==> src/source/calc_pkg.sv <==
`default_nettype none

package calc_pkg;

    // ----------------------------------------
    // timing, one CLKOP domain
    // ----------------------------------------
    localparam int CLKS_PER_OS_TICK = 4;    // clocks per oversample tick
    localparam int OS_PER_BIT       = 16;   // 64 clocks per bit
    localparam int OS_MID_BIT       = 7;    // sample point inside a bit
    localparam int DATA_BITS        = 8;    // 8N1 only

    // receiver FSM codes
    localparam logic [1:0] RX_IDLE  = 2'd0;
    localparam logic [1:0] RX_START = 2'd1;
    localparam logic [1:0] RX_DATA  = 2'd2;
    localparam logic [1:0] RX_STOP  = 2'd3;

    // ----------------------------------------
    // character codes
    // ----------------------------------------
    localparam logic [7:0] CHAR_PLUS   = 8'h2B;  // '+'
    localparam logic [7:0] CHAR_MINUS  = 8'h2D;  // '-'
    localparam logic [3:0] DIGIT_ZONE  = 4'h3;   // upper nibble of '0'..'?'
    localparam logic [7:0] RESULT_BASE = 8'h40;  // result maps onto '@'..'_'

    // 4-bit operand
    typedef logic [3:0] nibble_t;

    // one received byte, seen two ways
    // chr for operator compares, nib[1] zone and nib[0] value for digits
    typedef union packed {
        logic [7:0]    chr;
        nibble_t [1:0] nib;
    } calc_char_u;

endpackage

`default_nettype wire

==> src/source/baud_tick_gen.sv <==
`timescale 1ns/100ps
`default_nettype none

module baud_tick_gen #(
    parameter int CLKS_PER_TICK = 4,   // prescale to oversample rate
    parameter int TICKS_PER_BIT = 16   // oversample ticks per bit
) (
    input  wire  CLKOP,
    input  wire  i_rst,
    output logic o_os_tick,
    output logic o_bit_tick
);

    logic [$clog2(CLKS_PER_TICK)-1:0] pre_cnt;
    logic [$clog2(TICKS_PER_BIT)-1:0] os_cnt;
    logic                             pre_wrap;
    logic                             os_wrap;

    assign pre_wrap = (pre_cnt == $bits(pre_cnt)'(CLKS_PER_TICK - 1));
    assign os_wrap  = (os_cnt == $bits(os_cnt)'(TICKS_PER_BIT - 1));

    // free running, both ticks are single-cycle strobes
    always_ff @(posedge CLKOP) begin
        if (i_rst) begin
            pre_cnt    <= '0;
            os_cnt     <= '0;
            o_os_tick  <= 1'b0;
            o_bit_tick <= 1'b0;
        end else begin
            pre_cnt    <= pre_wrap ? '0 : pre_cnt + 1'b1;
            o_os_tick  <= pre_wrap;            // every CLKS_PER_TICK clocks
            o_bit_tick <= pre_wrap && os_wrap; // once per 16 os ticks
            if (pre_wrap) begin
                os_cnt <= os_wrap ? '0 : os_cnt + 1'b1;
            end
        end
    end

endmodule

`default_nettype wire

==> src/source/uart_rx.sv <==
`timescale 1ns/100ps
`default_nettype none

module uart_rx (
    input  wire                  CLKOP,
    input  wire                  i_rst,
    input  wire                  i_os_tick,
    input  wire                  i_serial_data,
    output logic                 o_rx_valid,
    output calc_pkg::calc_char_u o_rx_char
);
    import calc_pkg::*;

    logic       rx_meta;
    logic       rx_sync;
    logic [1:0] state;
    logic [3:0] os_cnt;     // position inside current bit
    logic [2:0] bit_cnt;
    logic [7:0] shift_q;
    logic       stop_err;   // low stop bit, wait for line to go idle
    logic       mid_bit;
    logic       end_bit;

    // two-flop synchronizer, idles high
    always_ff @(posedge CLKOP) begin
        if (i_rst) begin
            rx_meta <= 1'b1;
            rx_sync <= 1'b1;
        end else begin
            rx_meta <= i_serial_data;
            rx_sync <= rx_meta;
        end
    end

    assign mid_bit = (os_cnt == 4'(OS_MID_BIT));
    assign end_bit = (os_cnt == 4'(OS_PER_BIT - 1));

    // ----------------------------------------
    // frame FSM, advances on os ticks only
    // ----------------------------------------
    always_ff @(posedge CLKOP) begin
        if (i_rst) begin
            state      <= RX_IDLE;
            os_cnt     <= '0;
            bit_cnt    <= '0;
            stop_err   <= 1'b0;
            o_rx_valid <= 1'b0;
        end else begin
            o_rx_valid <= 1'b0;
            if (i_os_tick) begin
                os_cnt <= end_bit ? 4'd0 : os_cnt + 4'd1;
                case (state)
                    RX_IDLE: begin
                        os_cnt <= 4'd1;                // edge tick is count 0
                        if (!rx_sync) state <= RX_START;
                    end
                    RX_START: begin
                        if (mid_bit && rx_sync) begin
                            state <= RX_IDLE;          // glitch, not a start bit
                        end else if (end_bit) begin
                            state   <= RX_DATA;
                            bit_cnt <= '0;
                        end
                    end
                    RX_DATA: begin
                        if (end_bit) begin
                            bit_cnt <= bit_cnt + 3'd1;
                            if (bit_cnt == 3'(DATA_BITS - 1)) state <= RX_STOP;
                        end
                    end
                    default: begin                     // RX_STOP
                        if (stop_err) begin
                            if (rx_sync) begin
                                stop_err <= 1'b0;
                                state    <= RX_IDLE;
                            end
                        end else if (mid_bit) begin
                            o_rx_valid <= rx_sync;     // bad frame gives no pulse
                            stop_err   <= !rx_sync;
                            if (rx_sync) state <= RX_IDLE;
                        end
                    end
                endcase
            end
        end
    end

    // data path, LSB first
    always_ff @(posedge CLKOP) begin
        if (i_os_tick && mid_bit && state == RX_DATA) begin
            shift_q <= {rx_sync, shift_q[7:1]};
        end
        if (i_os_tick && mid_bit && state == RX_STOP && !stop_err && rx_sync) begin
            o_rx_char <= shift_q;   // held until next frame
        end
    end

endmodule

`default_nettype wire

==> src/source/calc_parser.sv <==
`timescale 1ns/100ps
`default_nettype none

module calc_parser (
    input  wire                       CLKOP,
    input  wire                       i_rst,
    input  wire                       i_rx_valid,
    input  wire calc_pkg::calc_char_u i_rx_char,
    output logic                      o_calc_go,
    output calc_pkg::nibble_t         o_opnd_a,
    output calc_pkg::nibble_t         o_opnd_b,
    output logic                      o_sub
);
    import calc_pkg::*;

    logic [1:0] pos;        // 0 first digit, 1 second digit, 2 operator
    logic       is_digit;
    logic       is_plus;
    logic       is_minus;

    // ----------------------------------------
    // character decode
    // ----------------------------------------
    assign is_digit = (i_rx_char.nib[1] == DIGIT_ZONE);  // zone nibble
    assign is_plus  = (i_rx_char.chr == CHAR_PLUS);
    assign is_minus = (i_rx_char.chr == CHAR_MINUS);

    // ----------------------------------------
    // sequence tracking
    // ----------------------------------------
    always_ff @(posedge CLKOP) begin
        if (i_rst) begin
            pos       <= 2'd0;
            o_calc_go <= 1'b0;
            o_opnd_a  <= '0;   // partial operands are dropped on reset
            o_opnd_b  <= '0;
            o_sub     <= 1'b0;
        end else begin
            o_calc_go <= 1'b0;
            if (i_rx_valid) begin
                case (pos)
                    2'd0: begin
                        if (is_digit) begin
                            o_opnd_a <= i_rx_char.nib[0];
                            pos      <= 2'd1;
                        end
                    end
                    2'd1: begin
                        if (is_digit) begin
                            o_opnd_b <= i_rx_char.nib[0];
                            pos      <= 2'd2;
                        end else begin
                            pos <= 2'd0;       // broken, start over
                        end
                    end
                    default: begin
                        pos <= 2'd0;           // third byte always ends it
                        if (is_plus || is_minus) begin
                            o_calc_go <= 1'b1;
                            o_sub     <= is_minus;
                        end
                    end
                endcase
            end
        end
    end

endmodule

`default_nettype wire

==> src/source/calc_alu.sv <==
`timescale 1ns/100ps
`default_nettype none

module calc_alu (
    input  wire                    CLKOP,
    input  wire                    i_rst,
    input  wire                    i_calc_go,
    input  wire calc_pkg::nibble_t i_opnd_a,
    input  wire calc_pkg::nibble_t i_opnd_b,
    input  wire                    i_sub,
    output logic                   o_res_valid,
    output logic [7:0]             o_res_char
);
    import calc_pkg::*;

    nibble_t    b_eff;
    logic [4:0] sum;       // bit 4 is carry out

    // subtract as a + ~b + 1
    always_comb begin
        b_eff = i_sub ? ~i_opnd_b : i_opnd_b;
        sum   = {1'b0, i_opnd_a} + {1'b0, b_eff} + {4'd0, i_sub};
    end

    // ----------------------------------------
    // result register
    // ----------------------------------------
    always_ff @(posedge CLKOP) begin
        if (i_rst) begin
            o_res_valid <= 1'b0;
        end else begin
            o_res_valid <= i_calc_go;      // one cycle after go
        end
    end

    always_ff @(posedge CLKOP) begin
        if (i_calc_go) begin
            o_res_char <= RESULT_BASE + {3'b000, sum};  // '@'..'_'
        end
    end

endmodule

`default_nettype wire

==> src/source/tx_arbiter.sv <==
`timescale 1ns/100ps
`default_nettype none

module tx_arbiter (
    input  wire                       CLKOP,
    input  wire                       i_rst,
    input  wire                       i_rx_valid,
    input  wire calc_pkg::calc_char_u i_rx_char,
    input  wire                       i_res_valid,
    input  wire [7:0]                 i_res_char,
    input  wire                       i_tx_busy,
    output logic                      o_tx_start,
    output logic [7:0]                o_tx_char
);

    logic       echo_full;
    logic       res_full;
    logic [7:0] echo_char;
    logic [7:0] res_char;
    logic       can_launch;
    logic       pick_echo;
    logic       pick_res;

    // busy rises one cycle late, so skip the cycle after our own start
    assign can_launch = !i_tx_busy && !o_tx_start;
    assign pick_echo  = can_launch && echo_full;             // echo wins
    assign pick_res   = can_launch && !echo_full && res_full;

    // ----------------------------------------
    // slot flags and start strobe
    // ----------------------------------------
    always_ff @(posedge CLKOP) begin
        if (i_rst) begin
            echo_full  <= 1'b0;
            res_full   <= 1'b0;
            o_tx_start <= 1'b0;
        end else begin
            o_tx_start <= pick_echo || pick_res;
            if (pick_echo) echo_full <= 1'b0;
            if (pick_res)  res_full  <= 1'b0;
            if (i_rx_valid)  echo_full <= 1'b1;   // new byte overwrites a full slot
            if (i_res_valid) res_full  <= 1'b1;
        end
    end

    // slot payloads and outgoing byte
    always_ff @(posedge CLKOP) begin
        if (i_rx_valid)  echo_char <= i_rx_char.chr;
        if (i_res_valid) res_char  <= i_res_char;
        if (pick_echo) begin
            o_tx_char <= echo_char;
        end else if (pick_res) begin
            o_tx_char <= res_char;
        end
    end

endmodule

`default_nettype wire

==> src/source/uart_tx.sv <==
`timescale 1ns/100ps
`default_nettype none

module uart_tx (
    input  wire       CLKOP,
    input  wire       i_rst,
    input  wire       i_bit_tick,
    input  wire       i_tx_start,
    input  wire [7:0] i_tx_char,
    output logic      o_tx_busy,
    output logic      o_serial_data
);
    import calc_pkg::*;

    logic [9:0] frame_q;    // stop, data, start
    logic [3:0] bit_cnt;    // bits already on the line
    logic       frame_done;

    assign frame_done = (bit_cnt == 4'(DATA_BITS + 2));

    // ----------------------------------------
    // control
    // ----------------------------------------
    always_ff @(posedge CLKOP) begin
        if (i_rst) begin
            o_tx_busy     <= 1'b0;
            o_serial_data <= 1'b1;     // line idle
            bit_cnt       <= '0;
        end else begin
            if (!o_tx_busy) begin
                if (i_tx_start) begin
                    o_tx_busy <= 1'b1;     // visible the cycle after start
                    bit_cnt   <= '0;
                end
            end else if (i_bit_tick) begin
                if (frame_done) begin
                    o_tx_busy <= 1'b0;     // tick that closes the stop bit
                end else begin
                    o_serial_data <= frame_q[0];
                    bit_cnt       <= bit_cnt + 4'd1;
                end
            end
        end
    end

    // ----------------------------------------
    // frame shifter
    // ----------------------------------------
    always_ff @(posedge CLKOP) begin
        if (!o_tx_busy && i_tx_start) begin
            frame_q <= {1'b1, i_tx_char, 1'b0};
        end else if (o_tx_busy && i_bit_tick) begin
            frame_q <= {1'b1, frame_q[9:1]};   // LSB out first
        end
    end

endmodule

`default_nettype wire

==> src/source/calc_uart_top.sv <==
`timescale 1ns/100ps
`default_nettype none

module calc_uart_top (
    input  wire CLKOP,
    input  wire i_rst,
    input  wire i_serial_data,
    output wire o_serial_data
);
    import calc_pkg::*;

    wire        os_tick;
    wire        bit_tick;
    wire        rx_valid;
    calc_char_u rx_char;
    wire        calc_go;
    nibble_t    opnd_a;
    nibble_t    opnd_b;
    wire        sub;
    wire        res_valid;
    wire [7:0]  res_char;
    wire        tx_start;
    wire [7:0]  tx_char;
    wire        tx_busy;

    // ----------------------------------------
    // ticks and receive
    // ----------------------------------------
    baud_tick_gen #(
        .CLKS_PER_TICK (CLKS_PER_OS_TICK),
        .TICKS_PER_BIT (OS_PER_BIT)
    ) u_ticks (
        .CLKOP(CLKOP), .i_rst(i_rst), .o_os_tick(os_tick), .o_bit_tick(bit_tick)
    );

    uart_rx u_rx (
        .CLKOP(CLKOP), .i_rst(i_rst), .i_os_tick(os_tick), .i_serial_data(i_serial_data),
        .o_rx_valid(rx_valid), .o_rx_char(rx_char)
    );

    // parse and compute
    calc_parser u_parser (
        .CLKOP(CLKOP), .i_rst(i_rst), .i_rx_valid(rx_valid), .i_rx_char(rx_char),
        .o_calc_go(calc_go), .o_opnd_a(opnd_a), .o_opnd_b(opnd_b), .o_sub(sub)
    );

    calc_alu u_alu (
        .CLKOP(CLKOP), .i_rst(i_rst), .i_calc_go(calc_go), .i_opnd_a(opnd_a),
        .i_opnd_b(opnd_b), .i_sub(sub), .o_res_valid(res_valid), .o_res_char(res_char)
    );

    // ----------------------------------------
    // echo/result arbitration and transmit
    // ----------------------------------------
    tx_arbiter u_arb (
        .CLKOP(CLKOP), .i_rst(i_rst), .i_rx_valid(rx_valid), .i_rx_char(rx_char),
        .i_res_valid(res_valid), .i_res_char(res_char), .i_tx_busy(tx_busy),
        .o_tx_start(tx_start), .o_tx_char(tx_char)
    );

    uart_tx u_tx (
        .CLKOP(CLKOP), .i_rst(i_rst), .i_bit_tick(bit_tick), .i_tx_start(tx_start),
        .i_tx_char(tx_char), .o_tx_busy(tx_busy), .o_serial_data(o_serial_data)
    );

endmodule

`default_nettype wire

==> config.mk <==
export PLATFORM = sky130hd
export DESIGN_NAME = calc_uart_top
export DESIGN_NICKNAME = d
export VERILOG_FILES = /design/src/source/calc_pkg.sv /design/src/source/baud_tick_gen.sv /design/src/source/uart_rx.sv /design/src/source/calc_parser.sv /design/src/source/calc_alu.sv /design/src/source/tx_arbiter.sv /design/src/source/uart_tx.sv /design/src/source/calc_uart_top.sv
export SDC_FILE = /design/constraint.sdc
export NUM_CORES = 1
export LEC_CHECK = 0
export ABC_AREA = 0
export CORE_MARGIN = 2
export CORE_UTILIZATION = 55
export DETAILED_ROUTE_END_ITERATION = 8
export DONT_BUFFER_PORTS = 1
export PLACE_DENSITY = 0.73
export SETUP_SLACK_MARGIN = 0.2
export SLEW_MARGIN = 15
export SYNTH_ARGS = -nofsm -noshare
export SYNTH_HDL_FRONTEND = slang
export SYNTH_SLANG_ARGS = --single-unit
export TNS_END_PERCENT = 50
==> constraint.sdc <==
create_clock -name CLKOP -period 2.04 [get_ports CLKOP]
set_input_delay 0.204 -clock CLKOP [delete_from_list [all_inputs] [get_ports CLKOP]]
set_output_delay 0.204 -clock CLKOP [all_outputs]
set_load 0.1 [all_outputs]
# Word level (Yosys, flattened, before mapping)
# Index checks and enable logic that the tools add are counted.
[totals]
output_inout_bits = 1
input_bits = 3
register_bits = 100
wordCells = 151
[op_classes]
n_eq_ne = 22
n_reduce_logical = 43
n_addsub = 8
bitwise_logic = 7
muxes = 40
[op_table]
columns = ["cell", "n"]
rows = [
  ["two-way mux 4 bit", 8],
  ["two-way mux 2 bit", 10],
  ["two-way mux 9 bit", 2],
  ["equality test 8 x 6 -> 1 bit, second input constant", 2],
  ["two-way mux 8 bit", 2],
  ["AND reduction 3 bit", 5],
  ["logical AND 1 bit", 13],
  ["adder 4 x 1 -> 4 bit, second input constant", 3],
  ["equality test 4 bit, second input constant", 3],
  ["two-way mux 1 bit", 12],
  ["nonzero test 2 bit", 6],
  ["two-way mux 3 bit", 3],
  ["adder 7 x 5 -> 8 bit, first input constant", 1],
  ["inequality test 2 x 1 -> 1 bit, second input constant", 4],
  ["inequality test 2 bit, second input constant", 4],
  ["OR reduction 7 bit", 1],
  ["equality test 2 bit, second input constant", 3],
  ["NOT 1 bit", 6],
  ["one-hot mux 2 bit (3 select lines)", 1],
  ["one-hot mux 3 bit (2 select lines)", 1],
  ["AND reduction 6 bit", 1],
  ["adder 4 x 4 -> 5 bit", 1],
  ["adder 5 x 1 -> 5 bit", 1],
  ["logical NOT 1 bit", 5],
  ["17 further kinds", 22],
]

# Longest topological paths before layout
# Gate-level depths: netlist of run 1.
[depth]
ltp_word = 6
depth_mapped = 7
mapped_depth_nobuf = 6

# Cells and area by module
# From an unflattened synthesis of run 1, not the netlist that was laid out.
[unflattened]
hier_cells = 320
area_unflattened_um2 = 4085.2
[modules_own_cells]
columns = ["module", "cells_per_inst", "area_each_um2", "n_inst", "seq_area_each_um2"]
rows = [
  ["uart_rx", 94, 1182.4, 1, 740.7],
  ["tx_arbiter", 45, 933.4, 1, 780.7],
  ["uart_tx", 68, 719.4, 1, 380.4],
  ["calc_parser", 52, 555.5, 1, 240.2],
  ["calc_alu", 32, 389.1, 1, 170.2],
  ["baud_tick_gen", 29, 305.3, 1, 160.2],
]

# Worst setup path before layout of run 1
# No wires, ideal clock.
[synth_path]
kind = "register -> register"
start = "reg u_rx.state[0]"
end = "reg u_rx.state[1]"
path_stages_with_launch = 8
setup_slack_ns = 0.130
period_less_slack_ns = 1.910
path_buffers = 1
setup_time_ns = 0.117
required_ns = 1.923
arrival_time_ns = 1.793
path_cell_list = "dfxtp_1 inv_1 ha_1 buf_6 or4_1 o32a_1 and3_4 a32o_1"
[synth_between]
elab_chain_cells = 3
elab_cells_between_ends = 10
cone_classes = "eq/ne (6); mux (1); reduce/logical (3)"
[synth_rtl]
columns = ["element", "line_no", "text"]
rows = [
  ["from (decl)", "uart_rx.sv:16", "logic [1:0] state;"],
  ["from (signal assigned)", "uart_rx.sv:43", "state <= RX_IDLE;"],
  ["from (signal assigned)", "uart_rx.sv:55", "if (!rx_sync) state <= RX_START;"],
  ["from (signal assigned)", "uart_rx.sv:59", "state <= RX_IDLE;"],
  ["equality test 2 x 1 -> 1 bit, or another cell as far along", "uart_rx.sv:52", "case (state)"],
  ["inequality test 3 x 1 -> 1 bit (no source line), or another cell as far along", "--", ""],
  ["AND reduction 6 bit (no source line)", "--", ""],
]
# Several ways; a longest one is shown, not always the timed one.
# A chain may end at the register's enable or synchronous reset.

# Final worst setup path of run 1
[layout_path]
start = "reg u_rx.state[1]"
end = "reg u_rx.state[1]"
[layout_between]
elab_chain_cells = 4
elab_cells_between_ends = 13
cone_classes = "eq/ne (6); mux (4); reduce/logical (3)"
[layout_rtl]
columns = ["element", "line_no"]
rows = [
  ["two-way mux 2 bit (3 in series)", "--"],
  ["one-hot mux 2 bit (3 select lines)", "uart_rx.sv:52"],
]
# Several ways; a longest one is shown, not always the timed one. The select of a mux whose other input is x is not followed.

==> results of run 1 <==
-- synth_stat cells (7+ instances only) --
library cell	number
nor3_1	7
edfxtp_1	50
dfxtp_1	44
a22o_1	7
o21ai_0	7
a21oi_1	15
nand3_1	7
ha_1	14
nor2_1	24
inv_1	14
mux2i_1	10
clkbuf_1	9
nand2_1	15
-- worst max path at each step --
stage / startpoint / to / slack, ns / cells past startpoint
after floorplan: u_rx.state[0] / u_rx.state[1] / 0.20 / 7
after global placement: u_rx.state[1] / u_rx.state[1] / 0.21 / 6
after detailed placement: u_rx.state[1] / u_rx.state[1] / 0.15 / 6
after CTS: u_rx.state[0] / u_rx.state[1] / 0.21 / 6
after global routing: u_rx.state[1] / u_rx.state[1] / 0.20 / 6
final: u_rx.state[1] / u_rx.state[1] / 0.24 / 6
-- cell type report --
type,instances,share of cell area [%]
sequential,94,57.8
multi-input combinational,182,31.9
clock buffer,10,3.09
tap,80,2.42
timing repair buffer,9,2.00
clock inverter,6,1.48
inverter,14,1.33
-- what timing repair did --
action,in CTS,in global routing
resized for setup,3,8
setup buffers,1,1
endpoints found under the hold margin,40,0
setup endpoints to repair,2,14
hold buffers,2,0
gates cloned,0,0
-- flip-flops by register name, summed over array words and instances (netlist names), 2 cells and up --
name               flops
u_rx.shift_q           8
u_arb.o_tx_char        8
u_ticks.pre_cnt        2
u_parser.pos           2
u_ticks.os_cnt         4
u_arb.echo_char        8
u_arb.res_char         5
u_rx.bit_cnt           3
u_rx.os_cnt            4
u_alu.o_res_char       5
u_rx.o_rx_char         8
u_rx.state             2
u_tx.bit_cnt           4
u_tx.frame_q           9
u_parser.o_opnd_b      4
u_parser.o_opnd_a      4
-- routing by layer --
layer,vias up,GRT usage [%],wire length [um]
met5,-,0,0
met4,0,8.52,56
met3,7,3.14,190
met2,25,27.3,2660
met1,1027,22.1,2970
li1,1118,-,-
-- power breakdown --
| part | internal, mW | switching, mW | total, mW | leakage [nW] |
|---|---|---|---|---|
| Combinational | 0.0203 | 0.0296 | 0.0499 | 0.603 |
| Sequential | 1.98 | 0.00822 | 1.99 | 0.816 |
| Clock | 0.564 | 0.626 | 1.19 | 0.0926 |
| Total | 2.56 | 0.664 | 3.23 | 1.51 |
-- worst max-delay path, cell delays in order, from the launching register on --
cell and delay [ns]:
dfxtp_2 0.34, buf_4 0.14, ha_4 0.15, or4_1 0.46, o32a_1 0.20, and3_4 0.20, a32o_1 0.20
-- cells by family (layout without fill, tap and decap cells) --
kind of cell    count (synthesis)  count (layout)  synth area share (%)
flops                          94              94                  63.2
simple gates                   96              96                  14.1
fa+ha+maj                      15              15                  5.18
mux                            15              15                  4.15
xor+xnor                        9               9                  2.09
compound gates                 47              47                  8.53
buf+inv                        26              39                  2.82
-- through the flow --
stage	total power, mW	worst slack, ns	cell area (um2)	instances
after floorplan	2.07	0.203	3770	302
after CTS	3.26	0.208	4090	394
final	3.23	0.237	4130	395
after global routing	3.35	0.204	4130	395
after global placement	2.06	0.210	3860	375
after detailed placement	2.07	0.149	3860	375
==> flow_metrics.env, run 1 <==
export IMPL_synth_cell_types=54
export IMPL_multiInputGateArea_um2=1320
export IMPL_dp_hpwl_um=3820
export IMPL_track_usage_pct=17.0
export IMPL_synth_seq_area_share_pct=63.2
export IMPL_rows=30
export IMPL_reg2reg_from="u_rx.state[1]"
export IMPL_area_delta_synth_final_pct=9.56
export IMPL_num_vias=2177
export IMPL_synth_ff_type="edfxtp_1"
export IMPL_tightestPinTransition_ns=0.583
export IMPL_die_area_um2=7540
export IMPL_cap_violations=0
export IMPL_hp_class="primary input to register"
export IMPL_grt_max_degree=41
export IMPL_synthCells=302
export IMPL_finalCritPeriodShare_pct=88.4
export IMPL_arrival_ns=2.05
export IMPL_setup_violations_final=0
export IMPL_drive_gt1_share_pct=14.6
export IMPL_clockBufferDepth=2
export IMPL_fin_crit_ns=1.80
export IMPL_synth_edf_count=50
export IMPL_ant_nets=0
export IMPL_numCtsBuffers=9
export IMPL_crit_type="register to register"
export IMPL_cts_tree="built"
export IMPL_endpoint_kind="register"
export IMPL_fp_dieW_um=86.8
export IMPL_clock_sinks=94
export IMPL_syn_area_um2=3770
export IMPL_p_per_area_nw_per_um2=782
export IMPL_routedWlPerCell_um=14.9
export IMPL_worstHoldEndpoint="u_rx.o_rx_valid"
export IMPL_syn_avg_cell_area_um2=12.5
export IMPL_wl_um=5880
export IMPL_post_synth_top_area_cell="edfxtp_1"
export IMPL_firstDrtPassIters=4
export IMPL_cts_root_buffer="clkbuf_8"
export IMPL_layout_common_cells="edfxtp_1 (50), dfxtp_1 (42), nor2_1 (24)"
export IMPL_hold_depth=2
export IMPL_port_buffers=0
export IMPL_relSlewSlack_pct=61.0
export IMPL_tns_ns=0
export IMPL_synth_ff_latch_count=94
export IMPL_coreArea_um2=6720
export IMPL_antenna_cells=0
export IMPL_antenna_found_initial=0
export IMPL_slew_violations=0
export IMPL_timing_rr_end="u_rx.state[1]"
export IMPL_grt_pass1_vias=2200
export IMPL_min_from="i_rst"
export IMPL_synth_area_leaders="edfxtp_1 (40%), dfxtp_1 (23%), ha_1 (4.6%)"
export IMPL_rsz0062_at_grt="false"
export IMPL_holdWs_ns=0.0971
export IMPL_gp_congestion=0.807
export IMPL_ff_latch_area_um2=2390
export IMPL_insertion_delay_ns=0.36
export IMPL_r2r_worst_path_cells=6
export IMPL_path_max_fanout=3
export IMPL_nNetsFinal=328
export IMPL_synthArstFlopShare_pct=0
export IMPL_initial_core_util_pct=56.1
export IMPL_ys_warn_count=0
export IMPL_drc=0
export IMPL_r2r_setup_slack_ns=0.24
export IMPL_startpoint_type="register"
export IMPL_grt_ovfl_total=0
export IMPL_drtIter0Drc=81
export IMPL_status="complete, no violations"
export IMPL_clock_skew_ns=0.0103
export IMPL_fillCellCount=524
export IMPL_cts_max_level=3
export IMPL_cts_clk_slew_worst_paths_ns=0.08
export IMPL_crit_required_ns=2.29
export IMPL_fmax_mhz=554
export IMPL_grt_pass1_wl_um=9960
export IMPL_die_h_um=86.8
export IMPL_hold_viol=0
export IMPL_synth_fp_nets=320
export IMPL_io_pins=4
export IMPL_synth_top_area_share_pct=39.8
export IMPL_postLayoutCoreUtil_pct=61.5
export IMPL_peakVddDrop_mv=0.449
export IMPL_leakagePower_nw=1.51
export IMPL_final_common_cell="edfxtp_1"
export IMPL_viasPerCell=5.51
No activity file was read; power rests on OpenSTA's default activity.
==> inputs of run 2 (changes only) <==
Settings changed: ABC_AREA 0 to 1.
==> run 2 against run 1 <==
Compared with the run above: final area is 1.5% higher; critical path type unchanged; clock skew is 0.00084 ns higher; largest power group unchanged; final cell count up 22%; power decreased by 0.99%; sequential power is essentially flat; count of clock-buffer cells in the layout stayed put; non-clock buffer count down 2; clock power hardly changed; first-iteration DRC count is 31% higher; synthesized cell count is 23% higher; highest routed layer unchanged; routed wire length increased by 0.73%; sequential share of layout area decreased by 1.0 points.
==> flow_metrics.env, run 2 <==
export IMPL_synthArstFlopShare_pct=0
export IMPL_setup_violations_final=0
export IMPL_hold_depth=3
export IMPL_io_pins=4
export IMPL_syn_area_um2=3860
export IMPL_arrival_ns=1.87
export IMPL_num_vias=2462
export IMPL_tns_ns=0
export IMPL_ys_warn_count=0
export IMPL_synth_fp_nets=389
export IMPL_rsz0062_at_grt="false"
export IMPL_synth_edf_count=50
export IMPL_nNetsFinal=400
export IMPL_r2r_worst_path_cells=5
export IMPL_r2r_setup_slack_ns=0.35
export IMPL_synth_cell_types=37
export IMPL_cts_max_level=3
export IMPL_grt_ovfl_total=0
export IMPL_finalCritPeriodShare_pct=82.7
export IMPL_fp_dieW_um=87.8
export IMPL_synth_seq_area_share_pct=61.7
export IMPL_drc=0
export IMPL_grt_pass1_wl_um=10700
export IMPL_worstHoldEndpoint="u_rx.state[1]"
export IMPL_drtIter0Drc=106
export IMPL_clockBufferDepth=2
export IMPL_peakVddDrop_mv=0.385
export IMPL_largest_reg_flops=9
export IMPL_firstDrtPassIters=4
export IMPL_wl_um=5930
export IMPL_fin_crit_ns=1.69
export IMPL_setup_ws_ns=0.353
export IMPL_port_buffers=0
export IMPL_synth_top_cells_by_count="nand2_1 (69), edfxtp_1 (50), dfxtp_1 (44)"
export IMPL_postLayoutCoreUtil_pct=61.7
export IMPL_die_area_um2=7700
export IMPL_fmax_mhz=593
export IMPL_track_usage_pct=18.0
export IMPL_cts_clk_slew_worst_paths_ns=0.09
export IMPL_grt_max_degree=26
export IMPL_ant_nets=0
export IMPL_initial_core_util_pct=56.8
export IMPL_ff_latch_area_um2=2380
export IMPL_hold_viol=0
export IMPL_dp_hpwl_um=4160
export IMPL_synth_ff_latch_count=94
export IMPL_finalPower_mw=3.20
export IMPL_top_register="u_tx.frame_q"
export IMPL_antenna_found_initial=0
export IMPL_die_h_um=87.8
export IMPL_hp_class="primary input to register"
export IMPL_synth_area_leaders="edfxtp_1 (39%), dfxtp_1 (23%), nand2_1 (6.7%)"
export IMPL_leakagePower_nw=1.59
export IMPL_startpoint_type="register"
export IMPL_timing_rr_end="u_alu.o_res_char[4]"
export IMPL_post_synth_top_area_cell="edfxtp_1"
export IMPL_synth_top_area_share_pct=38.9
export IMPL_status="complete, no violations"
export IMPL_dpl_worst_slack_ns=0.388
export IMPL_fin_cells=483
export IMPL_antenna_cells=0
export IMPL_cts_tree="built"
export IMPL_multiInputGateArea_um2=1270
export IMPL_synthCells=371
export IMPL_cap_violations=0
export IMPL_cts_root_buffer="clkbuf_8"
export IMPL_fillCellCount=546
export IMPL_synth_ff_type="edfxtp_1"
export IMPL_area_delta_synth_final_pct=8.72
export IMPL_relSlewSlack_pct=35.9
export IMPL_slew_violations=0
export IMPL_insertion_delay_ns=0.35
export IMPL_coreArea_um2=6790
export IMPL_drive_gt1_share_pct=10.3
export IMPL_tightestPinTransition_ns=0.958
export IMPL_clock_sinks=94
export IMPL_routedWlPerCell_um=12.3
export IMPL_final_common_cell="nand2_1"
export IMPL_clock_skew_ns=0.0112
export IMPL_rows=30
export IMPL_grt_pass1_vias=2433
export IMPL_viasPerCell=5.10
export IMPL_endpoint_kind="register"
export IMPL_crit_required_ns=2.23
export IMPL_min_from="i_rst"
export IMPL_p_per_area_nw_per_um2=762
export IMPL_reg2reg_from="u_parser.o_sub"
export IMPL_layout_common_cells="nand2_1 (69), edfxtp_1 (50), dfxtp_1 (44)"
export IMPL_syn_avg_cell_area_um2=10.4
export IMPL_crit_type="register to register"
export IMPL_gp_congestion=0.850
export IMPL_path_max_fanout=7
export IMPL_yosysMostFrequentCell="nand2_1"
export IMPL_place_inst=465
export IMPL_numCtsBuffers=9
[run 2: how the worst max path moves through the flow]
stage | start | end | slack, ns
CTS | u_parser.o_sub | u_alu.o_res_char[4] | 0.37
global route | u_parser.o_sub | u_alu.o_res_char[4] | 0.25
global placement | u_parser.o_sub | u_alu.o_res_char[4] | 0.45
floorplan | u_rx.os_cnt[0] | u_rx.shift_q[0] | 0.22
finish | u_parser.o_sub | u_alu.o_res_char[4] | 0.35
detailed placement | u_parser.o_sub | u_alu.o_res_char[4] | 0.39
[run 2: critical path, stage by stage (launching register included)]
cell     delay, ns
dfxtp_1       0.51
nor2_1        0.09
a21oi_1       0.20
inv_1         0.08
fa_1          0.41
o31ai_1       0.24
[run 2: routing by layer]
layer | vias up | GRT usage (%) | part of all wire, %
met5 | - | 0 | 0
met3 | 16 | 4.15 | 3.0
met4 | 0 | 8.25 | 2.3
met1 | 1139 | 22.7 | 48
li1 | 1280 | - | -
met2 | 27 | 29.5 | 47
[run 2: repair_timing]
action | in CTS | in global routing
gates resized for setup | 0 | 0
hold endpoints to repair | 25 | 0
buffers inserted | 0 | 0
hold buffers | 2 | 0
[run 2: logic make-up after synthesis]
family / after synthesis / synth area share [%]
AO/OA/AOI/OAI: 54 / 8.82
XOR/XNOR: 8 / 1.82
adder cells (fa/ha/maj): 15 / 5.06
buffers and inverters: 53 / 5.45
flip-flops: 94 / 61.7
AND/OR/NAND/NOR: 147 / 17.1
[run 2: area by class of cell]
cell class                      count  share of cell area (%)
Clock buffer                       10                    3.55
Clock inverter                      6                   0.984
Inverter                           46                    4.12
Multi-Input combinational cell    224                    30.3
Sequential cell                    94                    56.8
Tap cell                           96                    2.86
Timing Repair Buffer                7                    1.37
[run 2: per-stage QoR]
step	cell area, um2	hold slack [ns]
3_5_place_dp	3990	0.280
3_3_place_gp	3990	0.278
6_report	4200	0.252
4_1_cts	4200	0.239
5_1_grt	4200	0.284
2_1_floorplan	3860	0.308
[run 2: where the power goes]
part / internal [mW] / leakage, nW / total (mW) / switching, mW
Combinational: 0.0149 / 0.682 / 0.0468 / 0.0318
Clock: 0.522 / 0.102 / 1.16 / 0.639
Sequential: 1.98 / 0.808 / 1.99 / 0.00734
==> inputs of run 3 (changes only) <==
Clock period 2.04 ns to 1.55 ns, I/O delays scaled along.
==> run 3 against run 2 <==
Compared with the run above: combinational power rose by 66%; maximum frequency rose by 15%; largest cell class unchanged; worst hold slack got worse by 0.083 ns; core utilization rose by 7.1 points.
==> flow_metrics.env, run 3 (synthesized netlist as in run 2, its figures left out) <==
export IMPL_clockBufferDepth=2
export IMPL_area_delta_synth_final_pct=21.2
export IMPL_fillCellCount=475
export IMPL_setup_violations_final=0
export IMPL_nNetsFinal=423
export IMPL_fmax_mhz=681
export IMPL_peakVddDrop_mv=0.680
export IMPL_clock_skew_ns=0.00602
export IMPL_hold_viol=0
export IMPL_min_from="i_rst"
export IMPL_fin_crit_ns=1.47
export IMPL_drive_gt1_share_pct=25.6
export IMPL_fin_cells=506
export IMPL_setup_ws_ns=0.0816
export IMPL_cap_violations=0
export IMPL_largest_reg_flops=9
export IMPL_worstHoldEndpoint="u_rx.bit_cnt[1]"
export IMPL_relSlewSlack_pct=32.6
export IMPL_holdWs_ns=0.170
export IMPL_insertion_delay_ns=0.36
export IMPL_cts_tree="built"
export IMPL_postLayoutCoreUtil_pct=68.9
export IMPL_cpPeakStageDelay_ns=0.43
export IMPL_port_buffers=0
export IMPL_slowest_stage="dfxtp_4"
export IMPL_dp_hpwl_um=4320
export IMPL_rsz0062_at_grt="true"
export IMPL_final_common_cell="nand2_1"
export IMPL_leakagePower_nw=1.79
export IMPL_ant_nets=0
export IMPL_r2r_setup_slack_ns=0.08
export IMPL_initial_core_util_pct=56.8
export IMPL_grt_pass1_wl_um=11100
export IMPL_viasPerCell=5.23
export IMPL_die_h_um=87.8
export IMPL_num_vias=2646
export IMPL_hp_class="primary input to register"
export IMPL_crit_type="register to register"
export IMPL_reg2reg_from="u_rx.state[0]"
export IMPL_gp_congestion=0.894
export IMPL_crit_buf_inv=2
export IMPL_firstDrtPassIters=4
export IMPL_dpl_worst_slack_ns=-0.00940
export IMPL_cts_clk_slew_worst_paths_ns=0.10
export IMPL_multiInputGateArea_um2=1510
export IMPL_antenna_found_initial=0
export IMPL_track_usage_pct=19.0
export IMPL_drtIter0Drc=127
export IMPL_path_max_fanout=4
export IMPL_endpoint_kind="register"
export IMPL_p_per_area_nw_per_um2=930
export IMPL_top_register="u_tx.frame_q"
export IMPL_rows=30
export IMPL_ff_latch_area_um2=2400
export IMPL_finalCritPeriodShare_pct=94.7
export IMPL_numCtsBuffers=9
export IMPL_grt_ovfl_total=0
export IMPL_wl_um=6920
export IMPL_worstPathCellList="inv_6, ha_4, buf_6, nand2_4, nand3_2, nor2_2, nand3_2, nor2_1, nor2_2"
export IMPL_place_inst=472
export IMPL_crit_required_ns=1.81
export IMPL_drc=0
export IMPL_clock_sinks=94
export IMPL_hold_depth=3
export IMPL_routedWlPerCell_um=13.7
export IMPL_cts_root_buffer="clkbuf_8"
export IMPL_startpoint_type="register"
export IMPL_timing_rr_end="u_rx.state[0]"
export IMPL_arrival_ns=1.73
export IMPL_die_area_um2=7700
export IMPL_fp_dieW_um=87.8
export IMPL_layout_common_cells="nand2_1 (64), edfxtp_1 (50), inv_1 (36)"
export IMPL_tightestPinTransition_ns=1.01
export IMPL_status="complete, no violations"
export IMPL_r2r_worst_path_cells=9
export IMPL_io_pins=4
export IMPL_grt_pass1_vias=2546
export IMPL_cts_max_level=3
export IMPL_grt_max_degree=25
export IMPL_cp_top_family="simple AND/OR/NAND/NOR gates"
export IMPL_antenna_cells=0
export IMPL_slew_violations=0
export IMPL_coreArea_um2=6790
-- run 3: worst reg2reg max path, cell delays in order, from the launching register on --
cell	delay (ns)
dfxtp_4	0.43
inv_6	0.06
ha_4	0.18
buf_6	0.12
nand2_4	0.05
nand3_2	0.07
nor2_2	0.10
nand3_2	0.12
nor2_1	0.18
nor2_2	0.07
-- run 3: worst max-delay path by stage --
stage / from / end / depth (start not counted)
floorplan: u_rx.os_cnt[1] / u_rx.o_rx_char[0] / 5
global placement: u_parser.o_sub / u_alu.o_res_char[4] / 5
detailed placement: u_parser.o_sub / u_alu.o_res_char[3] / 7
CTS: u_parser.o_sub / u_alu.o_res_char[1] / 5
global route: u_rx.state[1] / u_rx.state[0] / 10
finish: u_rx.state[0] / u_rx.state[0] / 9
-- run 3: layout make-up --
cell class / instances / area share [%]
inverter: 46 / 3.90
clock inverter: 7 / 1.68
timing repair buffer: 30 / 5.62
sequential: 94 / 51.4
clock buffer: 9 / 2.65
tap: 96 / 2.57
multi-input combinational: 224 / 32.2
-- run 3: power breakdown --
group | internal [mW] | leakage [nW] | total, mW | switching [mW]
Clock | 0.769 | 0.106 | 1.66 | 0.895
Combinational | 0.0266 | 0.871 | 0.0777 | 0.0511
Sequential | 2.60 | 0.814 | 2.61 | 0.00845
-- run 3: metal layers --
metal / part of all wire, % / GRT usage [%] / up-vias / routed length (um)
met1: 43 / 23.0 / 1250 / 2940
met5: 0 / 0 / - / 0
met2: 52 / 32.0 / 52 / 3600
li1: - / - / 1327 / -
met3: 3.2 / 4.34 / 17 / 224
met4: 2.2 / 9.37 / 0 / 150
-- run 3: repair_timing --
item / 4_1_cts / 5_1_grt
endpoints found under the hold margin: 26 / 0
cloned: 0 / 0
hold buffers: 3 / 0
setup endpoints to repair: 33 / 69
pin swaps: 14 / 25
buffers inserted: 11 / 4
resized for setup: 31 / 32
-- run 3: stage by stage --
| step | power, mW | setup TNS, ns | area, um2 |
|---|---|---|---|
| after floorplan | 2.72 | 0 | 3910 |
| after global placement | 2.73 | 0 | 4080 |
| after detailed placement | 2.73 | -0.0177 | 4080 |
| after CTS | 4.39 | 0 | 4520 |
| after global routing | 4.49 | 0 | 4680 |
| final | 4.35 | 0 | 4680 |
